[src/verilog/icache_flush_cnt.sv]
`timescale 1ns/1ps

module icache_flush_cnt #(
  parameter int unsigned num_sets = 64
) (
  input  logic                        clk_i,
  input  logic                        rst_ni,
  input  logic                        flush_en_i,
  output logic [$clog2(num_sets)-1:0] flush_idx_o,
  output logic                        flush_done_o
);

  localparam int unsigned idx_w = $clog2(num_sets);

  logic [idx_w-1:0] cnt_q;
  logic             last_set;

  assign last_set     = (cnt_q == idx_w'(num_sets - 1));
  assign flush_done_o = flush_en_i & last_set;
  assign flush_idx_o  = cnt_q;

  // one set per cycle, back to zero after the last one
  always_ff @(posedge clk_i or negedge rst_ni) begin
    if (!rst_ni) begin
      cnt_q <= '0;
    end else if (flush_en_i) begin
      cnt_q <= last_set ? '0 : cnt_q + 1'b1;
    end
  end

endmodule

[config.mk]
export PLATFORM = sky130hd
export DESIGN_NAME = icache_flush_cnt
export DESIGN_NICKNAME = d
export VERILOG_FILES = /design/src/verilog/icache_flush_cnt.sv
export SDC_FILE = /design/constraint.sdc
export NUM_CORES = 1
export LEC_CHECK = 0
export ABC_AREA = 1
export BUFFER_PORTS_ARGS = -buffer_cell sky130_fd_sc_hd__buf_4
export CAP_MARGIN = 20
export CORE_AREA = 2 2 39 41
export DETAILED_ROUTE_END_ITERATION = 6
export DIE_AREA = 0 0 41 43
export SLEW_MARGIN = 20
export SYNTH_ARGS = -nofsm -noshare
export SYNTH_HDL_FRONTEND = slang
export SYNTH_SLANG_ARGS = --single-unit
[constraint.sdc]
create_clock -name clk_i -period 1.55 [get_ports clk_i]
set_input_delay 0.155 -clock clk_i [delete_from_list [all_inputs] [get_ports clk_i]]
set_output_delay 0.155 -clock clk_i [all_outputs]
set_load 0.01 [all_outputs]
==> out/qor.txt <==
Final #Nets: 54
#FFs+latches synth: 6
PostCTS Resize Cnt: 0
clk_skew: 0.00249 ns
largest cells by area after synthesis: dfrtp_1 (44%), nand2_2 (9.2%), nor2_4 (6.6%), nand2_1 (5.5%), xnor2_2 (4.8%)
Tightest Pin Transition: 0.218 ns
fin crit period: 1.42 ns
Post-Synth Adder-Cell Area: 3.66%
simple-gate share of the synthesized area: 31.1%
placed cell count: 60
CP peak stage delay: 0.42 ns
fraction of synthesized area in multiplexers: 3.30%
DRC: 0
Final period util: 91.6%
initial antenna violation count: 0
CP max-delay cell: dfrtp_1
Netlist cell types: 16
Setup CP Type: register to primary output
total number of vias: 256
largest net degree at the start of global routing: 7
IR drop worst, VDD: 0.588 mV
Starting Density: 24.7%
max reg flops: 6
RSZ-0062 raised after global routing: false
largest family of logic cells by synthesized area: simple AND/OR/NAND/NOR gates
WHS: 0.192 ns
clock tree sinks: 6
1st-pass router iterations: 2
Die ar.: 1760 µm²
Synth top area share: 44.0%
Max Clock Freq: 705 MHz
Mapped Nets: 39
Clock Latency Late Sink: 0.25 ns
area grow syn2layout: 35.2%
maxcap violations: 0
number of global-route vias before repair: 247
worst-path cell chain: ha_1 > nand2_2 > nor2_4 > nand2_2 > inv_2 > buf_4
ratio of cells with drive above 1 in the final layout: 56.3%
final core occ: 33.4%
die height: 43 µm
Ant. Diodes: 0
CP arrival: 1.26 ns
clock root buffer: clkbuf_4
dpl cell area: 429 µm²
cell repeated most along the worst path: nand2_2
Max Root-Sink Buffers: 2
HP Class: input pin to register
Boundary Pins: 10
Slew HR: 85.5%
Worst Path Required: 1.39 ns
mean post-synth cell area: 9.76 µm²
leak pwr: 0.233 nW
fin area: 462 µm²
synthesized area: 342 µm²
CTS Buf Count: 3
vias per cell: 4.00
outcome: finished clean
WL final: 631 µm
endpoint class of the critical path: primary output
CTS tree: built
grt ovf: 0
Synth Area in Compound Gates: 4.03%
Fin Setup TNS: 0 ns
Core Rows: 14
Die X: 41 µm
Core Region: 1380 µm²
Reg clk slew, reported paths: 0.05 ns
Gate Count Post-Synth: 35
XOR/XNOR Fraction of Synth Area: 7.33%
# port buffers: 9
Pins Over Slew Limit: 0
Post-CTS Setup Bufs: 0
Syn. warnings: 0
1st-iter DRT viols: 3
post-synthesis sequential area ratio: 44.0%
critical-path maximum fanout: 4
reg2reg setup slack: 0.47 ns
global-route wire length before repair: 1.02 mm
largest area contributor in the netlist: dfrtp_1
H-tree depth: 1
Setup-failing EPs final: 0
critical path launch point type: register
endpoints failing hold: 0
Placer Congestion: 0.769
overall global routing resource usage: 9.43%
Finished Layout Cells: 64
hpwl dp: 435 µm
DR WL/cell: 9.86 µm
PD cells: 1920 nW/µm²
Routed Antenna Nets: 0
## cell type report
cell class	count	area, µm²
fill	141	922
multi-input combinational	23	169
sequential	6	150
timing repair buffer	10	77.6
clock buffer	3	22.5
inverter	6	22.5
tap	16	20.0
## worst max-delay path: cells and delay by family, from the launching register on
family,cells,cell delay [ns]
fa+ha+maj,1,0.22
buf+inv,2,0.18
flops,1,0.42
simple gates,3,0.19
## placed cells by master, fill, tap and decap left out, drive strengths merged
cell	synthesis	final
nand3	1	1
mux2	1	1
clkbuf	0	3
nor3	1	1
nand2	10	10
xnor2	1	1
ha	1	1
buf	0	9
nor2	5	5
a21oi	1	1
dfrtp	6	6
dlygate4sd3	0	1
inv	6	6
o21ai	1	1
xor2	1	1
## metrics by stage
step | power (mW) | worst slack, ns
finish | 0.884 | 0.131
CTS | 0.895 | 0.112
detailed placement | 0.734 | 0.397
global placement | 0.732 | 0.405
floorplan | 0.572 | 0.459
global route | 0.948 | 0.0600
## worst paths after layout
check,endpoint,cells after the start,start
max,flush_done_o,6,flush_idx_o[0]$_DFFE_PN0P_
min,flush_idx_o[1]$_DFFE_PN0P_,2,flush_en_i
max reg2reg,flush_idx_o[1]$_DFFE_PN0P_,2,flush_idx_o[0]$_DFFE_PN0P_
min reg2reg,flush_idx_o[5]$_DFFE_PN0P_,2,flush_idx_o[5]$_DFFE_PN0P_
max in group asynchronous,flush_idx_o[1]$_DFFE_PN0P_,2,rst_ni
min in group asynchronous,flush_idx_o[5]$_DFFE_PN0P_,2,rst_ni
## synth_stat cells
master / number
nor2_2: 1
nor3_2: 1
ha_1: 1
a21oi_2: 1
nor2_4: 2
inv_1: 4
xor2_1: 1
nand2_2: 5
nand3_2: 1
o21ai_1: 1
dfrtp_1: 6
mux2_2: 1
nand2_1: 5
nor2_1: 2
xnor2_2: 1
inv_2: 2
## power breakdown
| part | total, mW | switching [mW] | internal, mW |
|---|---|---|---|
| Combinational | 0.393 | 0.189 | 0.203 |
| Clock | 0.153 | 0.0650 | 0.0882 |
| Sequential | 0.339 | 0.106 | 0.233 |
| Total | 0.884 | 0.360 | 0.524 |
## repair_timing
action / CTS / global route
endpoints found under the hold margin: 6 / 0
endpoints found under the setup margin: 0 / 0
hold buffers: 1 / 0
## per-layer routing
layer	vias to the layer above	global-route usage, %	routed length (µm)
li1	133	-	-
met1	115	11.3	283
met2	8	11.9	321
met3	0	3.14	27
met4	0	10.0	0
met5	-	0	0
## kinds of logic after synthesis
logic type / after synthesis
muxes: 1
and+or+nand+nor: 17
xor gates and xnor gates: 2
DFF: 6
AOI/OAI and AO/OA: 2
buffers and inverters: 6
adders and majority gates: 1
No activity file was read; power rests on OpenSTA's default activity.
