--- config.mk ---
export PLATFORM = sky130hd
export DESIGN_NAME = icache_ctrl
export DESIGN_NICKNAME = d
export VERILOG_FILES = /design/src/verilog/icache_pkg.sv /design/src/verilog/icache_ctrl.sv
export SDC_FILE = /design/constraint.sdc
export NUM_CORES = 1
export LEC_CHECK = 0
export BUFFER_PORTS_ARGS = -buffer_cell sky130_fd_sc_hd__buf_4
export CAP_MARGIN = 20
export CORE_ASPECT_RATIO = 0.9
export CORE_MARGIN = 2
export CORE_UTILIZATION = 38
export CTS_BUF_LIST = sky130_fd_sc_hd__clkbuf_8
export DETAILED_ROUTE_END_ITERATION = 7
export GPL_TIMING_DRIVEN = 0
export PLACE_DENSITY_LB_ADDON = 0.3
export SETUP_SLACK_MARGIN = 0.05
export SYNTH_ARGS = -nofsm -noshare
export SYNTH_HDL_FRONTEND = slang
export SYNTH_SLANG_ARGS = --single-unit
--- constraint.sdc ---
create_clock -name clk_i -period 3.07 [get_ports clk_i]
set_clock_uncertainty 0.05 [all_clocks]
set_input_delay 0.4605 -clock clk_i [delete_from_list [all_inputs] [get_ports clk_i]]
set_output_delay 0.4605 -clock clk_i [all_outputs]
set_load 0.005 [all_outputs]
--- src/verilog/icache_pkg.sv ---
package icache_pkg;

  ////////////////////////////////////////////////////////////////////////////
  // address and data widths
  ////////////////////////////////////////////////////////////////////////////

  // physical byte address
  localparam int unsigned addr_w = 32;

  // one fetch word
  localparam int unsigned word_w = 32;

  // refill granule, one full line per return
  localparam int unsigned line_words = 4;
  localparam int unsigned line_w     = line_words * word_w;

  // byte offset inside a line
  localparam int unsigned offset_w = 4;

  // top half of the address space is the I/O region, never cached
  localparam int unsigned nc_bit = 31;

  ////////////////////////////////////////////////////////////////////////////
  // controller states
  ////////////////////////////////////////////////////////////////////////////

  // IDLE   accepts fetches
  // READ   tag compare, hit return or refill request
  // MISS   wait for the refill line
  // FLUSH  walk all sets and clear valid bits
  typedef enum logic [1:0] {
    IDLE  = 2'd0,
    READ  = 2'd1,
    MISS  = 2'd2,
    FLUSH = 2'd3
  } ctrl_state_e;

endpackage

--- src/verilog/icache_ctrl.sv ---
`timescale 1ns/1ps

module icache_ctrl (
  input  logic                          clk_i,
  input  logic                          rst_ni,
  input  logic                          en_i,
  input  logic                          flush_i,
  input  logic                          req_i,
  input  logic [icache_pkg::addr_w-1:0] addr_i,
  input  logic                          hit_i,
  input  logic                          flush_done_i,
  input  logic                          mem_ack_i,
  input  logic                          mem_rtrn_vld_i,
  output logic                          ready_o,
  output logic                          valid_o,
  output logic                          busy_o,
  output logic                          miss_o,
  output logic                          lookup_o,
  output logic [icache_pkg::addr_w-1:0] req_addr_o,
  output logic                          fill_o,
  output logic                          flush_en_o,
  output logic                          repl_capture_o,
  output logic                          mem_req_o,
  output logic [icache_pkg::addr_w-1:0] mem_addr_o,
  output logic                          mem_nc_o
);

  localparam int unsigned aw = icache_pkg::addr_w;
  localparam int unsigned ow = icache_pkg::offset_w;

  icache_pkg::ctrl_state_e state_d, state_q;
  logic                    cache_en_d, cache_en_q;
  logic                    flush_d, flush_q;
  logic                    lookup_q;
  logic [aw-1:0]           req_addr_q;
  logic                    req_nc;

  // I/O region or disabled cache both take the uncached path
  assign req_nc     = req_addr_q[icache_pkg::nc_bit] | ~cache_en_q;
  assign mem_nc_o   = req_nc;
  // word address for uncached, line address otherwise
  assign mem_addr_o = req_nc ? {req_addr_q[aw-1:2], 2'b00} :
                               {req_addr_q[aw-1:ow], {ow{1'b0}}};
  assign req_addr_o = req_addr_q;

  assign lookup_o = req_i & ready_o;
  assign busy_o   = (state_q != icache_pkg::IDLE);
  // first READ cycle that turns into a refill request
  assign repl_capture_o = lookup_q & mem_req_o;

  ////////////////////////////////////////////////////////////////////////////
  // state machine
  ////////////////////////////////////////////////////////////////////////////

  always_comb begin
    state_d    = state_q;
    // disabling takes effect at once, enabling only through a flush
    cache_en_d = cache_en_q & en_i;
    flush_d    = flush_q | flush_i;
    ready_o    = 1'b0;
    valid_o    = 1'b0;
    miss_o     = 1'b0;
    fill_o     = 1'b0;
    flush_en_o = 1'b0;
    mem_req_o  = 1'b0;
    unique case (state_q)
      icache_pkg::IDLE: begin
        if (flush_d || (en_i && !cache_en_q)) begin
          state_d = icache_pkg::FLUSH;
        end else begin
          ready_o = 1'b1;
          if (req_i) begin
            state_d = icache_pkg::READ;
          end
        end
      end
      icache_pkg::READ: begin
        if (hit_i && !req_nc) begin
          valid_o = 1'b1;
          state_d = icache_pkg::IDLE;
          // overlap the next lookup with this return
          if (!flush_d) begin
            ready_o = 1'b1;
            if (req_i) begin
              state_d = icache_pkg::READ;
            end
          end
        end else begin
          // hold the request until memory takes it
          mem_req_o = 1'b1;
          if (mem_ack_i) begin
            miss_o  = ~req_nc;
            state_d = icache_pkg::MISS;
          end
        end
      end
      icache_pkg::MISS: begin
        if (mem_rtrn_vld_i) begin
          valid_o = 1'b1;
          fill_o  = ~req_nc;
          state_d = icache_pkg::IDLE;
        end
      end
      icache_pkg::FLUSH: begin
        flush_en_o = 1'b1;
        if (flush_done_i) begin
          state_d    = icache_pkg::IDLE;
          flush_d    = 1'b0;
          cache_en_d = en_i;
        end
      end
      default: begin
        state_d = icache_pkg::IDLE;
      end
    endcase
  end

  always_ff @(posedge clk_i or negedge rst_ni) begin
    if (!rst_ni) begin
      state_q    <= icache_pkg::IDLE;
      cache_en_q <= 1'b0;
      flush_q    <= 1'b0;
      lookup_q   <= 1'b0;
    end else begin
      state_q    <= state_d;
      cache_en_q <= cache_en_d;
      flush_q    <= flush_d;
      lookup_q   <= lookup_o;
    end
  end

  // request address, loaded on every accepted fetch
  always_ff @(posedge clk_i) begin
    if (lookup_o) begin
      req_addr_q <= addr_i;
    end
  end

endmodule

==> impl_metrics.ini <==
[routing]
drc_errors = 0
wl_per_cell_um = 12.62
drt-pass1-iter-count = 4
vias = 1195
routed_wl_um = 3495
drt_iter0_markers = 86
ant_nets = 0
viasPerCell = 4.314

[worst_setup_path]
cp.required_ns = 2.56
setup.worst_path.class = reg -> out
crit_slowest_cell = a21oi_4
end_kind = output pin
crit_path_start = state_q[1]
path_cells = inv_1, ha_1, nand4_1, a21oi_4, buf_16, buf_4
startpoint_type = register
crit_fanout = 25
worstPathArrival_ns = 2.10
max_stage_delay_ns = 0.44
reg2reg_from = state_q[1]

[place]
place_area_um2 = 2527
dp_hpwl_um = 2789
place_congestion = 0.8051
io_buffers = 112

[timing]
slew_viol_final = 0
holdWs_ns = 0.2983
period_needed_ns = 2.613
timing.setup.tns_ns = 0
setup_viol = 0
rsz0062_at_grt = false
finalHoldViolations = 0
finalCritPeriodShare_pct = 85.12
fmax_ghz = 0.3827

[logic_synthesis]
ys_types = 25
yosysTopAreaCell = edfxtp_1
synth-main-ff-cell = edfxtp_1
synth_top_area_share_pct = 60.66
seq_area_frac_synth_pct = 68.56
postSynthAreaPerCell_um2 = 14.94
synth_most_common_cell = edfxtp_1
yosysWarnings = 0
ys_ff_latch = 37
synthCells = 106
synth-edff-count = 32
synthTopCellsByCount = edfxtp_1, buf_4, inv_1
async_flop_share_pct = 13.51
synth_area_leaders = edfxtp_1, buf_4, dfrtp_1
netlist_area_um2 = 1584

[clock_tree]
cts.sinks = 37
cts_setup_buffers = 0
post_cts_resized = 0
holdBufCountCts = 1
clock_path_buffers = 2
clock-root-buffer = clkbuf_8
cts_tree = built
cts_buffers = 5
insertion_delay_ns = 0.28
htreeDepth = 2
path_clk_slew_ns = 0.07

[min_path]
hp-class = in -> reg
hold_start = addr_i[12]

[power_and_ir_drop]
ir_worst_vdd_mv = 0.2889
power-per-cell-area_nw_per_um2 = 478.5
total_leakage_power_nw = 1.247

[die]
placementRows = 22
die_x_um = 72.06
die_y_um = 65.25
initial_utilization_pct = 39.15
io_pins = 115
core_um2 = 4046
dieArea_um2 = 4702

[global_route]
groute.usage.overall_pct = 14.91
grt_pass1_vias = 1155
grt_max_degree = 26
grt_pass1_wl_um = 5154
antenna_found_initial = 0
grt.overflow.total = 0

[final_layout]
nets = 273
drive_gt1_share_pct = 69.00
diodes = 0
areaGrowthSynthToFinish_pct = 65.88
fin_area_um2 = 2628

[flow_run]
drv_cap = 0

[status]
status = completed
-- path summary, 6_finish.rpt --
check                                      end  cells past startpoint  slack, ns
min in group asynchronous              flush_q                      2       0.47
worst min-delay path            req_addr_o[12]                      1       0.30
max in group asynchronous           cache_en_q                      2       2.39
worst max register to register   req_addr_o[3]                      5       1.04
worst max-delay path                  lookup_o                      6       0.46
worst min register to register         flush_q                      2       0.51
-- critical path, delay by kind of cell (launching register included) --
family | cells | cell delay [ns]
DFF | 1 | 0.40
and+or+nand+nor | 1 | 0.24
adders and majority gates | 1 | 0.26
AOI/OAI and AO/OA | 1 | 0.44
buffers and inverters | 3 | 0.46
-- state kept, by name, summed over array words and instances, names as in the netlist --
register / count
flush_q: 1
cache_en_q: 1
lookup_q: 1
req_addr_o: 32
state_q: 2
-- cells in the final DEF, fill, tap and decap left out --
| cell type | count |
|---|---|
| a21boi_0 | 1 |
| a21oi_1 | 2 |
| a21oi_4 | 1 |
| a22oi_1 | 1 |
| and2_1 | 1 |
| and2_2 | 2 |
| and3_2 | 1 |
| buf_16 | 1 |
| buf_4 | 142 |
| clkbuf_8 | 6 |
| conb_1 | 2 |
| dfrtp_1 | 5 |
| dlygate4sd3_1 | 1 |
| edfxtp_1 | 32 |
| ha_1 | 4 |
| inv_1 | 10 |
| inv_2 | 1 |
| mux2i_1 | 2 |
| nand2_1 | 2 |
| nand2b_2 | 1 |
| nand3_1 | 2 |
| nand4_1 | 1 |
| nor2_1 | 2 |
| nor2b_1 | 1 |
| nor2b_4 | 1 |
| o21ai_1 | 1 |
| o21ai_4 | 1 |
| o221ai_2 | 1 |
| o32a_1 | 1 |
-- cell type report --
cell class,instances,area [µm²]
timing repair buffer,114,878.3
tap,48,60.06
fill,315,1419
inverter,9,33.78
sequential,37,1086
buffer,30,225.2
clock inverter,2,7.507
clock buffer,6,82.58
multi-input combinational,31,254.0
-- per-stage QoR --
| step | utilization, % | setup slack, ns | power [mW] | cells |
|---|---|---|---|---|
| finish | 64.94 | 0.4569 | 1.257 | 277 |
| global route | 64.94 | 0.3189 | 1.334 | 277 |
| CTS | 64.94 | 0.4611 | 1.267 | 277 |
| detailed placement | 62.46 | 0.7493 | 0.9297 | 268 |
| global placement | 61.60 | -0.1272 | 0.9250 | 267 |
| floorplan | - | 0.6845 | 0.7827 | 107 |
-- where the power goes --
| group | internal [mW] | leakage [nW] | switching [mW] |
|---|---|---|---|
| clock network | 0.176 | 0.0538 | 0.157 |
| logic | 0.178 | 0.844 | 0.145 |
| registers | 0.582 | 0.349 | 0.0183 |
| total | 0.936 | 1.25 | 0.321 |
-- cell families after synthesis --
| group | after synthesis | synth area share [%] |
|---|---|---|
| buf+inv | 39 | 16.35 |
| flops | 37 | 68.56 |
| simple gates | 14 | 5.609 |
| compound gates | 9 | 4.818 |
| fa+ha+maj | 4 | 3.160 |
| mux | 2 | 1.264 |
| other cells | 1 | 0.2367 |
-- routing by layer --
layer / global-route usage [%] / vias up / share of wire, % / wire [µm]
met3: 4.755 / 6 / 8.8 / 309
met4: 8.255 / 0 / 2.1 / 72
met5: 0 / - / 0 / 0
met1: 14.74 / 547 / 35 / 1224
met2: 27.43 / 68 / 54 / 1889
li1: - / 574 / - / -
(Power assumes the default switching activity.)
