<file path="src/verilog/icache_repl.sv">
`timescale 1ns/1ps

module icache_repl #(
  parameter int unsigned num_ways = 4
) (
  input  logic                clk_i,
  input  logic                rst_ni,
  input  logic [num_ways-1:0] valid_vec_i,
  input  logic                repl_capture_i,
  input  logic                fill_i,
  output logic [num_ways-1:0] repl_way_oh_o
);

  localparam int unsigned way_w = $clog2(num_ways);

  logic [7:0]          lfsr_q;
  logic [way_w-1:0]    inv_way;
  logic [way_w-1:0]    way_sel;
  logic                all_valid;
  logic                all_valid_q;
  logic [num_ways-1:0] repl_way_oh_q;

  // lowest invalid way, scan from the top down
  always_comb begin
    inv_way = '0;
    for (int w = num_ways - 1; w >= 0; w--) begin
      if (!valid_vec_i[w]) begin
        inv_way = way_w'(w);
      end
    end
  end

  assign all_valid = &valid_vec_i;
  assign way_sel   = all_valid ? lfsr_q[way_w-1:0] : inv_way;

  always_ff @(posedge clk_i or negedge rst_ni) begin
    if (!rst_ni) begin
      lfsr_q        <= 8'hff;
      all_valid_q   <= 1'b0;
      repl_way_oh_q <= '0;
    end else begin
      if (repl_capture_i) begin
        repl_way_oh_q <= num_ways'(1) << way_sel;
        all_valid_q   <= all_valid;
      end
      // x^8 + x^6 + x^5 + x^4 + 1, advance only on random refills
      if (fill_i && all_valid_q) begin
        lfsr_q <= {lfsr_q[6:0], lfsr_q[7] ^ lfsr_q[5] ^ lfsr_q[4] ^ lfsr_q[3]};
      end
    end
  end

  assign repl_way_oh_o = repl_way_oh_q;

endmodule

</file>
<file path="config.mk">
export PLATFORM = sky130hd
export DESIGN_NAME = icache_repl
export DESIGN_NICKNAME = d
export VERILOG_FILES = /design/src/verilog/icache_repl.sv
export SDC_FILE = /design/constraint.sdc
export NUM_CORES = 1
export LEC_CHECK = 0
export BUFFER_PORTS_ARGS = -buffer_cell sky130_fd_sc_hd__buf_2
export CORE_AREA = 2 2 39 41
export DETAILED_ROUTE_END_ITERATION = 8
export DIE_AREA = 0 0 41 43
export GPL_ROUTABILITY_DRIVEN = 0
export PLACE_DENSITY = 0.67
export SLEW_MARGIN = 40
export SYNTH_ARGS = -nofsm -noshare
export SYNTH_HDL_FRONTEND = slang
export SYNTH_SLANG_ARGS = --single-unit
</file>
<file path="constraint.sdc">
create_clock -name clk_i -period 1.25 [get_ports clk_i]
set_input_delay 0.1875 -clock clk_i [delete_from_list [all_inputs] [get_ports clk_i]]
set_output_delay 0.1875 -clock clk_i [all_outputs]
set_load 0.05 [all_outputs]
</file>
==> results of run 1 <==
==> stage by stage <==
step                      hold slack, ns  area, um^2
after floorplan                   -0.108         596
after global placement            0.0860         666
after detailed placement          0.0810         666
after CTS                          0.213         702
after global routing               0.226         702
final                              0.226         702
==> cell usage after synthesis <==
master	n	area [um^2]
and2_4	1	8.76
dfstp_2	8	210
mux2i_1	1	10.0
o22ai_2	2	25.0
nand2_1	4	15.0
o21ai_1	1	5.00
dfrtp_1	5	125
nand2_2	1	6.26
o2111ai_1	1	8.76
mux2_2	7	78.8
o22ai_1	2	12.5
nand4_1	1	6.26
inv_1	6	22.5
buf_2	1	5.00
xnor2_1	3	26.3
nor2b_4	1	13.8
o21ai_2	1	8.76
o211ai_1	1	7.51
==> worst min-delay path, delay by kind of cell <==
| family | cells | cell delay, ns |
|---|---|---|
| AND/OR/NAND/NOR | 1 | 0.07 |
| buffers and inverters | 1 | 0.13 |
| multiplexers | 1 | 0.07 |
==> where the power goes <==
| group | internal (mW) | leakage (nW) | total (mW) | switching [mW] |
|---|---|---|---|---|
| combinational | 0.0370 | 0.157 | 0.113 | 0.0763 |
| clock | 0.123 | 0.0150 | 0.242 | 0.119 |
| sequential | 0.433 | 0.148 | 0.438 | 0.00467 |
==> state kept, by name, indices dropped and copies added (netlist names) <==
name / count
all_valid_q: 1
lfsr_q: 8
repl_way_oh_o: 4
==> layout make-up <==
type | count | area (um^2)
clock buffers | 4 | 26.3
fillers | 125 | 682
inverters | 6 | 22.5
multi-input cells | 27 | 233
flip-flops and latches | 13 | 335
well taps | 16 | 20.0
repair buffers | 12 | 65.1
==> metal layers <==
metal  vias to the layer above  global-route usage
met5                         -                   0
met4                         0              0.0800
met3                         2              0.0471
met2                        11               0.178
met1                       178               0.151
li1                        189                   -
==> kinds of logic (layout without fill, tap and decap cells) <==
| kind of cell | after synthesis | after routing | share of synthesized area |
|---|---|---|---|
| AOI/OAI and AO/OA | 8 | 8 | 0.113 |
| xor gates and xnor gates | 3 | 3 | 0.0441 |
| buffers and inverters | 7 | 22 | 0.0462 |
| DFF | 13 | 13 | 0.563 |
| muxes | 8 | 8 | 0.149 |
| and+or+nand+nor | 8 | 8 | 0.0840 |
==> timing repair <==
item                                   CTS  global route
resized for setup                        0             0
hold buffers                             1             0
endpoints found under the hold margin    5             0
==> worst min-delay path by stage <==
stage | end | cells past startpoint | slack (ns)
final | all_valid_q | 3 | 0.23
after global routing | repl_way_oh_o[2] | 2 | 0.23
after CTS | repl_way_oh_o[2] | 2 | 0.21
after detailed placement | repl_way_oh_o[0] | 1 | 0.08
after global placement | repl_way_oh_o[0] | 1 | 0.09
after floorplan | all_valid_q | 0 | -0.11
==> metrics.csv, run 1 <==
metric;value;unit
Peak VDD IR;0.000551;V
post-route setup TNS;0;ns
total power draw;793;uW
reg2reg start;lfsr_q[0];
period utilization;0.855;
largest net degree at the start of global routing;14;
max cap viols;0;
Mapped Cells;47;
register area share after synthesis;0.563;
most frequent cells in the layout;buf_2, dfstp_2, mux2_2;
status;complete, no violations;
clock root buffer master;clkbuf_4;
Cells after DPL;73;
diode count;0;
Netlist cell types;18;
CP endpoint kind;register;
met2 wire len;384;um
Buf/Inv on CP;0;
data arrival time of the critical path;1.21;ns
Routed Antenna Nets;0;
first-pass GRT wire length;1430;um
Hold/Removal Path Class;in -> reg;
gr ovfl total;0;
CP endpoint;repl_way_oh_o[2];
slowest CP cell;dfstp_2;
Clock H-tree levels;1;
critical-path cell list;nor2b_4 > o21ai_2 > and2_4 > o22ai_2;
total CTS buffers;3;
Final Util;0.507;
CTS tree;yes;
core area;0.00138;mm^2
initial cell density of the core;0.430;
initial antenna violation count;0;
Reg2Reg Setup Slack;0.18;ns
Rel. slew slack;0.813;
fin cells;78;
DRT Pass-1 Iters;3;
Crit. Startpoint;lfsr_q[0];
DRC Markers;0;
die width;41;um
RSZ-0062 raised after global routing;false;
CP Launch Type;register;
Ys Warns;0;
fin. max-slew vios;0;
Reg-to-Reg End;repl_way_oh_o[2];
crit path kind;reg -> reg;
IO Port Bufs;11;
Worst Path Required;1.39;ns
area delta synth->final;17.9;%
Clock Skew;0.00315;ns
Fin. Hold Viols;0;
Total GRT Usage;0.125;
Sink Count;13;
routed vias;380;
Post-Synthesis Net Count;55;
Synth Register Bits;13;
Hold Startpoint;valid_vec_i[0];
via density per instance;4.87;
PwrDens;1130;mW/mm^2
Setup Fix Bufs, Post-CTS;0;
critical path depth;4;
Cell Rows;14;
Clock Latency Late Sink;0.26;ns
share of cells above drive strength 1;0.565;
wl on met1;371;um
FMAX;935;MHz
Worst-Margin Slew;0.281;ns
Static Leakage;0.320;nW
num ports;12;
initial drt markers;2;
delay-heaviest family, CP;flip-flops;
CP max FO;3;
clock buffer depth;2;
HPWL Detailed;636;um
die area;0.00176;mm^2
Period minus WS final;1.07;ns
vias in the first global route;368;
most common cell after layout, fill and taps aside;buf_2;
FF-to-FF path depth;4;
post-DR wirelength/cell;10.7;um
Synth Area per Inst;12.7;um^2
DR WL met3;70;um
Syn Std Cell Area;596;um^2
Max stage delay on crit path;0.56;ns
DP Worst Slack;0.182;ns
Clock Pin Slew Worst Setup and Hold Paths;0.07;ns
Final Worst Setup Slack;0.181;ns
WL final;831;um
layout net count;71;
Top Layer Used;met4;
final setup violation count;0;
Die H;43;um
Note: power is estimated with default switching activity, not from simulation.
==> inputs of run 2 (changes only) <==
==> constraint.sdc (replaced) <==
create_clock -name clk_i -period 1 [get_ports clk_i]
set_input_delay 0.15 -clock clk_i [delete_from_list [all_inputs] [get_ports clk_i]]
set_output_delay 0.15 -clock clk_i [all_outputs]
set_load 0.05 [all_outputs]
==> run 2 against run 1 <==
The flow now finishes with violations (setup timing). Via count up 2.9%. Worst setup slack worse by 0.23 ns. Global-route usage down 1.3 points. Maximum frequency up 1.9%. Core utilization up 4.8 points. Cell count up 3.8%. Sequential power up 26%. Combinational power up 43%. Critical path depth unchanged. Worst hold slack worse by 0.041 ns. Critical endpoint is now repl_way_oh_o[0]. Highest routed layer unchanged.
==> metrics.csv, run 2 (synthesized netlist as in run 1, its figures left out) <==
metric;value;unit
routed vias;391;
initial cell density of the core;0.430;
period utilization;1.05;
first-pass GRT wire length;1330;um
Worst Path Required;1.15;ns
Die H;43;um
vias in the first global route;352;
most common cell after layout, fill and taps aside;dfstp_2;
CP max FO;2;
post-route setup TNS;-0.0981;ns
final setup violation count;2;
die area;0.00176;mm^2
WL final;903;um
HPWL Detailed;623;um
gr ovfl total;0;
max cap viols;0;
PwrDens;1330;mW/mm^2
Clock H-tree levels;1;
layout net count;74;
core area;0.00138;mm^2
CTS tree;yes;
Total GRT Usage;0.112;
Biggest register;lfsr_q;
Static Leakage;0.351;nW
failing checks;setup timing;
total power draw;1.02;mW
Clock Pin Slew Worst Setup and Hold Paths;0.07;ns
total CTS buffers;3;
status;finished, violations left;
Cell Rows;14;
max reg flops;8;
fin. max-slew vios;0;
largest net degree at the start of global routing;14;
RSZ-0062 raised after global routing;true;
Final Worst Setup Slack;-0.0495;ns
initial antenna violation count;0;
Final Util;0.555;
data arrival time of the critical path;1.20;ns
share of cells above drive strength 1;0.615;
most frequent cells in the layout;dfstp_2, mux2_2, buf_2;
IO Port Bufs;11;
crit path kind;reg -> reg;
Fin. Hold Viols;0;
initial drt markers;3;
CP endpoint kind;register;
slowest CP cell;dfstp_2;
post-DR wirelength/cell;11.1;um
CP Launch Type;register;
clock buffer depth;2;
via density per instance;4.83;
Rel. slew slack;0.810;
Period minus WS final;1.05;ns
Filler Cell Count;118;
diode count;0;
Clock Latency Late Sink;0.26;ns
die width;41;um
DRC Markers;0;
Max stage delay on crit path;0.56;ns
num ports;12;
Worst-Margin Slew;0.285;ns
DRT Pass-1 Iters;2;
FMAX;953;MHz
Peak VDD IR;0.000734;V
critical-path cell list;nor2b_4 > o21ai_2 > and2_4 > o22ai_2;
Routed Antenna Nets;0;
clock root buffer master;clkbuf_4;
Hold/Removal Path Class;in -> reg;
Clock Skew;0.00279;ns
area delta synth->final;29.0;%
Sink Count;13;
-- run 2: worst paths after layout --
path                             startpoint                to  slack, ns  cells after the start
setup / recovery                  lfsr_q[0]  repl_way_oh_o[0]      -0.05                      4
hold / removal                       fill_i         lfsr_q[0]       0.18                      3
setup reg to reg                  lfsr_q[0]  repl_way_oh_o[0]      -0.05                      4
hold reg to reg            repl_way_oh_o[1]  repl_way_oh_o[1]       0.55                      2
max in group asynchronous            rst_ni         lfsr_q[3]       0.44                      2
min in group asynchronous            rst_ni  repl_way_oh_o[0]       0.28                      2
-- run 2: area by class of cell --
type	count	area (um^2)	share of cell area
multi-input cells	27	251	0.327
repair buffers	15	113	0.147
inverters	6	22.5	0.0293
flip-flops and latches	13	335	0.436
well taps	16	20.0	0.0261
clock buffers	4	26.3	0.0342
-- run 2: per-layer routing --
layer  vias up  track usage  wire length, um
met2        14        0.163              433
met4         0       0.0400               10
met3         2       0.0471               69
met5         -            0                0
met1       178        0.147              389
li1        197            -                -
-- run 2: where the power goes --
| part | switching [mW] | internal [mW] | total, mW | leakage [nW] |
|---|---|---|---|---|
| logic | 0.0974 | 0.0641 | 0.162 | 0.188 |
| clock network | 0.154 | 0.154 | 0.308 | 0.0150 |
| registers | 0.00996 | 0.541 | 0.551 | 0.148 |
-- run 2: worst max-delay path: cells and delay by family (launching register included) --
kind	cells	cell delay, ns
flops	1	0.56
compound gates	2	0.18
simple gates	2	0.20
-- run 2: metrics by stage --
stage	hold WS [ns]	worst slack (ns)	std cells	instance area, um^2
after detailed placement	0.0512	-0.0536	74	673
final	0.185	-0.0495	81	768
after CTS	0.178	-0.0586	79	724
after floorplan	-0.146	-0.0296	47	596
after global routing	0.193	-0.0897	81	768
after global placement	0.0481	-0.0360	74	673
-- run 2: repair_timing --
action,in CTS,in global routing
buffers inserted,0,2
gates cloned,0,0
hold endpoints to repair,5,0
gates resized for setup,5,6
hold buffers,1,0
setup endpoints to repair,12,9
pin swaps,2,3
==> inputs of run 3 (changes only) <==
--- a/config.mk
+++ b/config.mk
@@ -11,6 +11,7 @@
 export DIE_AREA = 0 0 41 43
 export GPL_ROUTABILITY_DRIVEN = 0
 export PLACE_DENSITY = 0.67
+export RECOVER_POWER = 25
 export SLEW_MARGIN = 40
 export SYNTH_ARGS = -nofsm -noshare
 export SYNTH_HDL_FRONTEND = slang
==> run 3 against run 2 <==
The flow still finishes with violations (setup timing). Register-to-register slack hardly changed. Clock skew stayed put. Final area stayed put. Sequential power hardly changed. Via count stayed put. Sequential cell count stayed put. Highest routed layer unchanged.
==> metrics.csv, run 3 (synthesized netlist as in run 1, its figures left out) <==
metric;value;unit
status;finished, violations left;
failing checks;setup timing;
via density per instance;4.83;
Buf/Inv on CP;0;
period utilization;1.05;
Reg-to-Reg End;repl_way_oh_o[0];
max cap viols;0;
Routed Antenna Nets;0;
hold-critical path endpoint;lfsr_q[0];
Reg2Reg Setup Slack;-0.05;ns
Psw;262;uW
Top Layer Used;met4;
die width;41;um
reg2reg start;lfsr_q[0];
most frequent cells in the layout;dfstp_2, mux2_2, inv_1, buf_2, dfrtp_1;
Clock Pin Slew Worst Setup and Hold Paths;0.07;ns
CTS tree;yes;
Max stage delay on crit path;0.56;ns
Total GRT Usage;0.112;
PwrDens;1330;mW/mm^2
routed vias;391;
FF-to-FF path depth;4;
Worst-Margin Slew;0.317;ns
Hold/Removal Path Class;in -> reg;
Clock H-tree levels;1;
DRC Markers;0;
Period minus WS final;1.05;ns
largest net degree at the start of global routing;14;
Biggest register;lfsr_q;
gr ovfl total;0;
Sw Ratio;0.256;
vias in the first global route;352;
crit path kind;reg -> reg;
Worst Path Required;1.15;ns
CP Launch Type;register;
RSZ-0062 raised after global routing;true;
total CTS buffers;3;
clock root buffer master;clkbuf_4;
first-pass GRT wire length;1330;um
post-DR wirelength/cell;11.1;um
DR WL met3;69;um
Peak VDD IR;0.000734;V
Die H;43;um
layout net count;74;
wl on met1;389;um
final setup violation count;2;
CP max FO;2;
Final Util;0.555;
num ports;12;
slowest CP cell;dfstp_2;
HPWL Detailed;623;um
data arrival time of the critical path;1.20;ns
Cell Rows;14;
core area;0.00138;mm^2
share of cells above drive strength 1;0.615;
initial drt markers;3;
DRT Pass-1 Iters;2;
Clock Latency Late Sink;0.26;ns
Hold Startpoint;fill_i;
FMAX;953;MHz
CP endpoint kind;register;
Hold Path Depth;3;
WL final;902;um
IO Port Bufs;11;
clock buffer depth;2;
Clock Skew;0.00279;ns
die area;0.00176;mm^2
clock network power share;0.302;
fin. max-slew vios;0;
met2 wire len;433;um
Sink Count;13;
most common cell after layout, fill and taps aside;dfstp_2;
delay-heaviest family, CP;flip-flops;
diode count;0;
Filler Cell Count;118;
max reg flops;8;
Final Worst Setup Slack;-0.0495;ns
hold_ws;0.185;ns
Int Pwr;759;uW
critical-path cell list;nor2b_4 > o21ai_2 > and2_4 > o22ai_2;
Static Leakage;0.351;nW
Rel. slew slack;0.789;
Flop pwr share;0.540;
initial cell density of the core;0.430;
initial antenna violation count;0;
area delta synth->final;29.0;%
Logic pwr share;0.158;
Fin. Hold Viols;0;
## run 3: cell types whose count changed in the layout (fill, tap and decap cells not counted)
cell | previous run | this run
buf_2 | 7 | 6
clkbuf_2 | 0 | 1
## run 3: repair_timing
| item | in CTS | in global routing |
|---|---|---|
| hold buffers | 1 | 0 |
| setup endpoints to repair | 12 | 9 |
| gates resized for setup | 5 | 6 |
| pin swaps | 2 | 3 |
| hold endpoints to repair | 5 | 0 |
| setup buffers | 0 | 2 |
## run 3: final cells by class
type | count | area [um^2] | share of cell area
Inverter | 6 | 22.5 | 0.0293
Clock buffer | 4 | 26.3 | 0.0342
Multi-Input combinational cell | 27 | 251 | 0.327
Sequential cell | 13 | 335 | 0.436
Tap cell | 16 | 20.0 | 0.0261
Timing Repair Buffer | 15 | 113 | 0.147
## run 3: worst max-delay path by stage
stage	from	endpoint	slack, ns	cells after the start
after global routing	lfsr_q[0]	repl_way_oh_o[0]	-0.09	4
final	lfsr_q[0]	repl_way_oh_o[0]	-0.05	4
after CTS	lfsr_q[0]	repl_way_oh_o[2]	-0.06	4
after floorplan	lfsr_q[0]	repl_way_oh_o[2]	-0.03	4
after global placement	lfsr_q[0]	repl_way_oh_o[2]	-0.04	4
after detailed placement	lfsr_q[0]	repl_way_oh_o[2]	-0.05	4
## run 3: worst reg2reg max path, delay by kind of cell (launching register included)
kind            cells  cell delay, ns
simple gates        2            0.20
compound gates      2            0.18
flops               1            0.56
## run 3: metrics by stage
step / std cells / area [um^2] / total power [mW] / setup WS (ns) / TNS [ns]
2_1_floorplan: 47 / 596 / 0.650 / -0.0296 / -0.0528
3_3_place_gp: 74 / 673 / 0.695 / -0.0360 / -0.0635
3_5_place_dp: 74 / 673 / 0.696 / -0.0536 / -0.108
4_1_cts: 79 / 724 / 1.02 / -0.0586 / -0.114
5_1_grt: 81 / 768 / 1.08 / -0.0897 / -0.258
6_report: 81 / 768 / 1.02 / -0.0495 / -0.0981
## run 3: power groups by stage
stage	clock network [mW]	registers [mW]	logic, mW
after floorplan	0	0.602	0.0480
after global placement	0	0.556	0.139
after detailed placement	0	0.556	0.140
after CTS	0.325	0.549	0.151
after global routing	0.349	0.553	0.176
final	0.308	0.551	0.162
## run 3: per-layer routing
layer  global-route usage  vias up
met5                    0        -
met4               0.0400        0
met3               0.0471        2
met2                0.163       14
met1                0.147      178
li1                     -      197
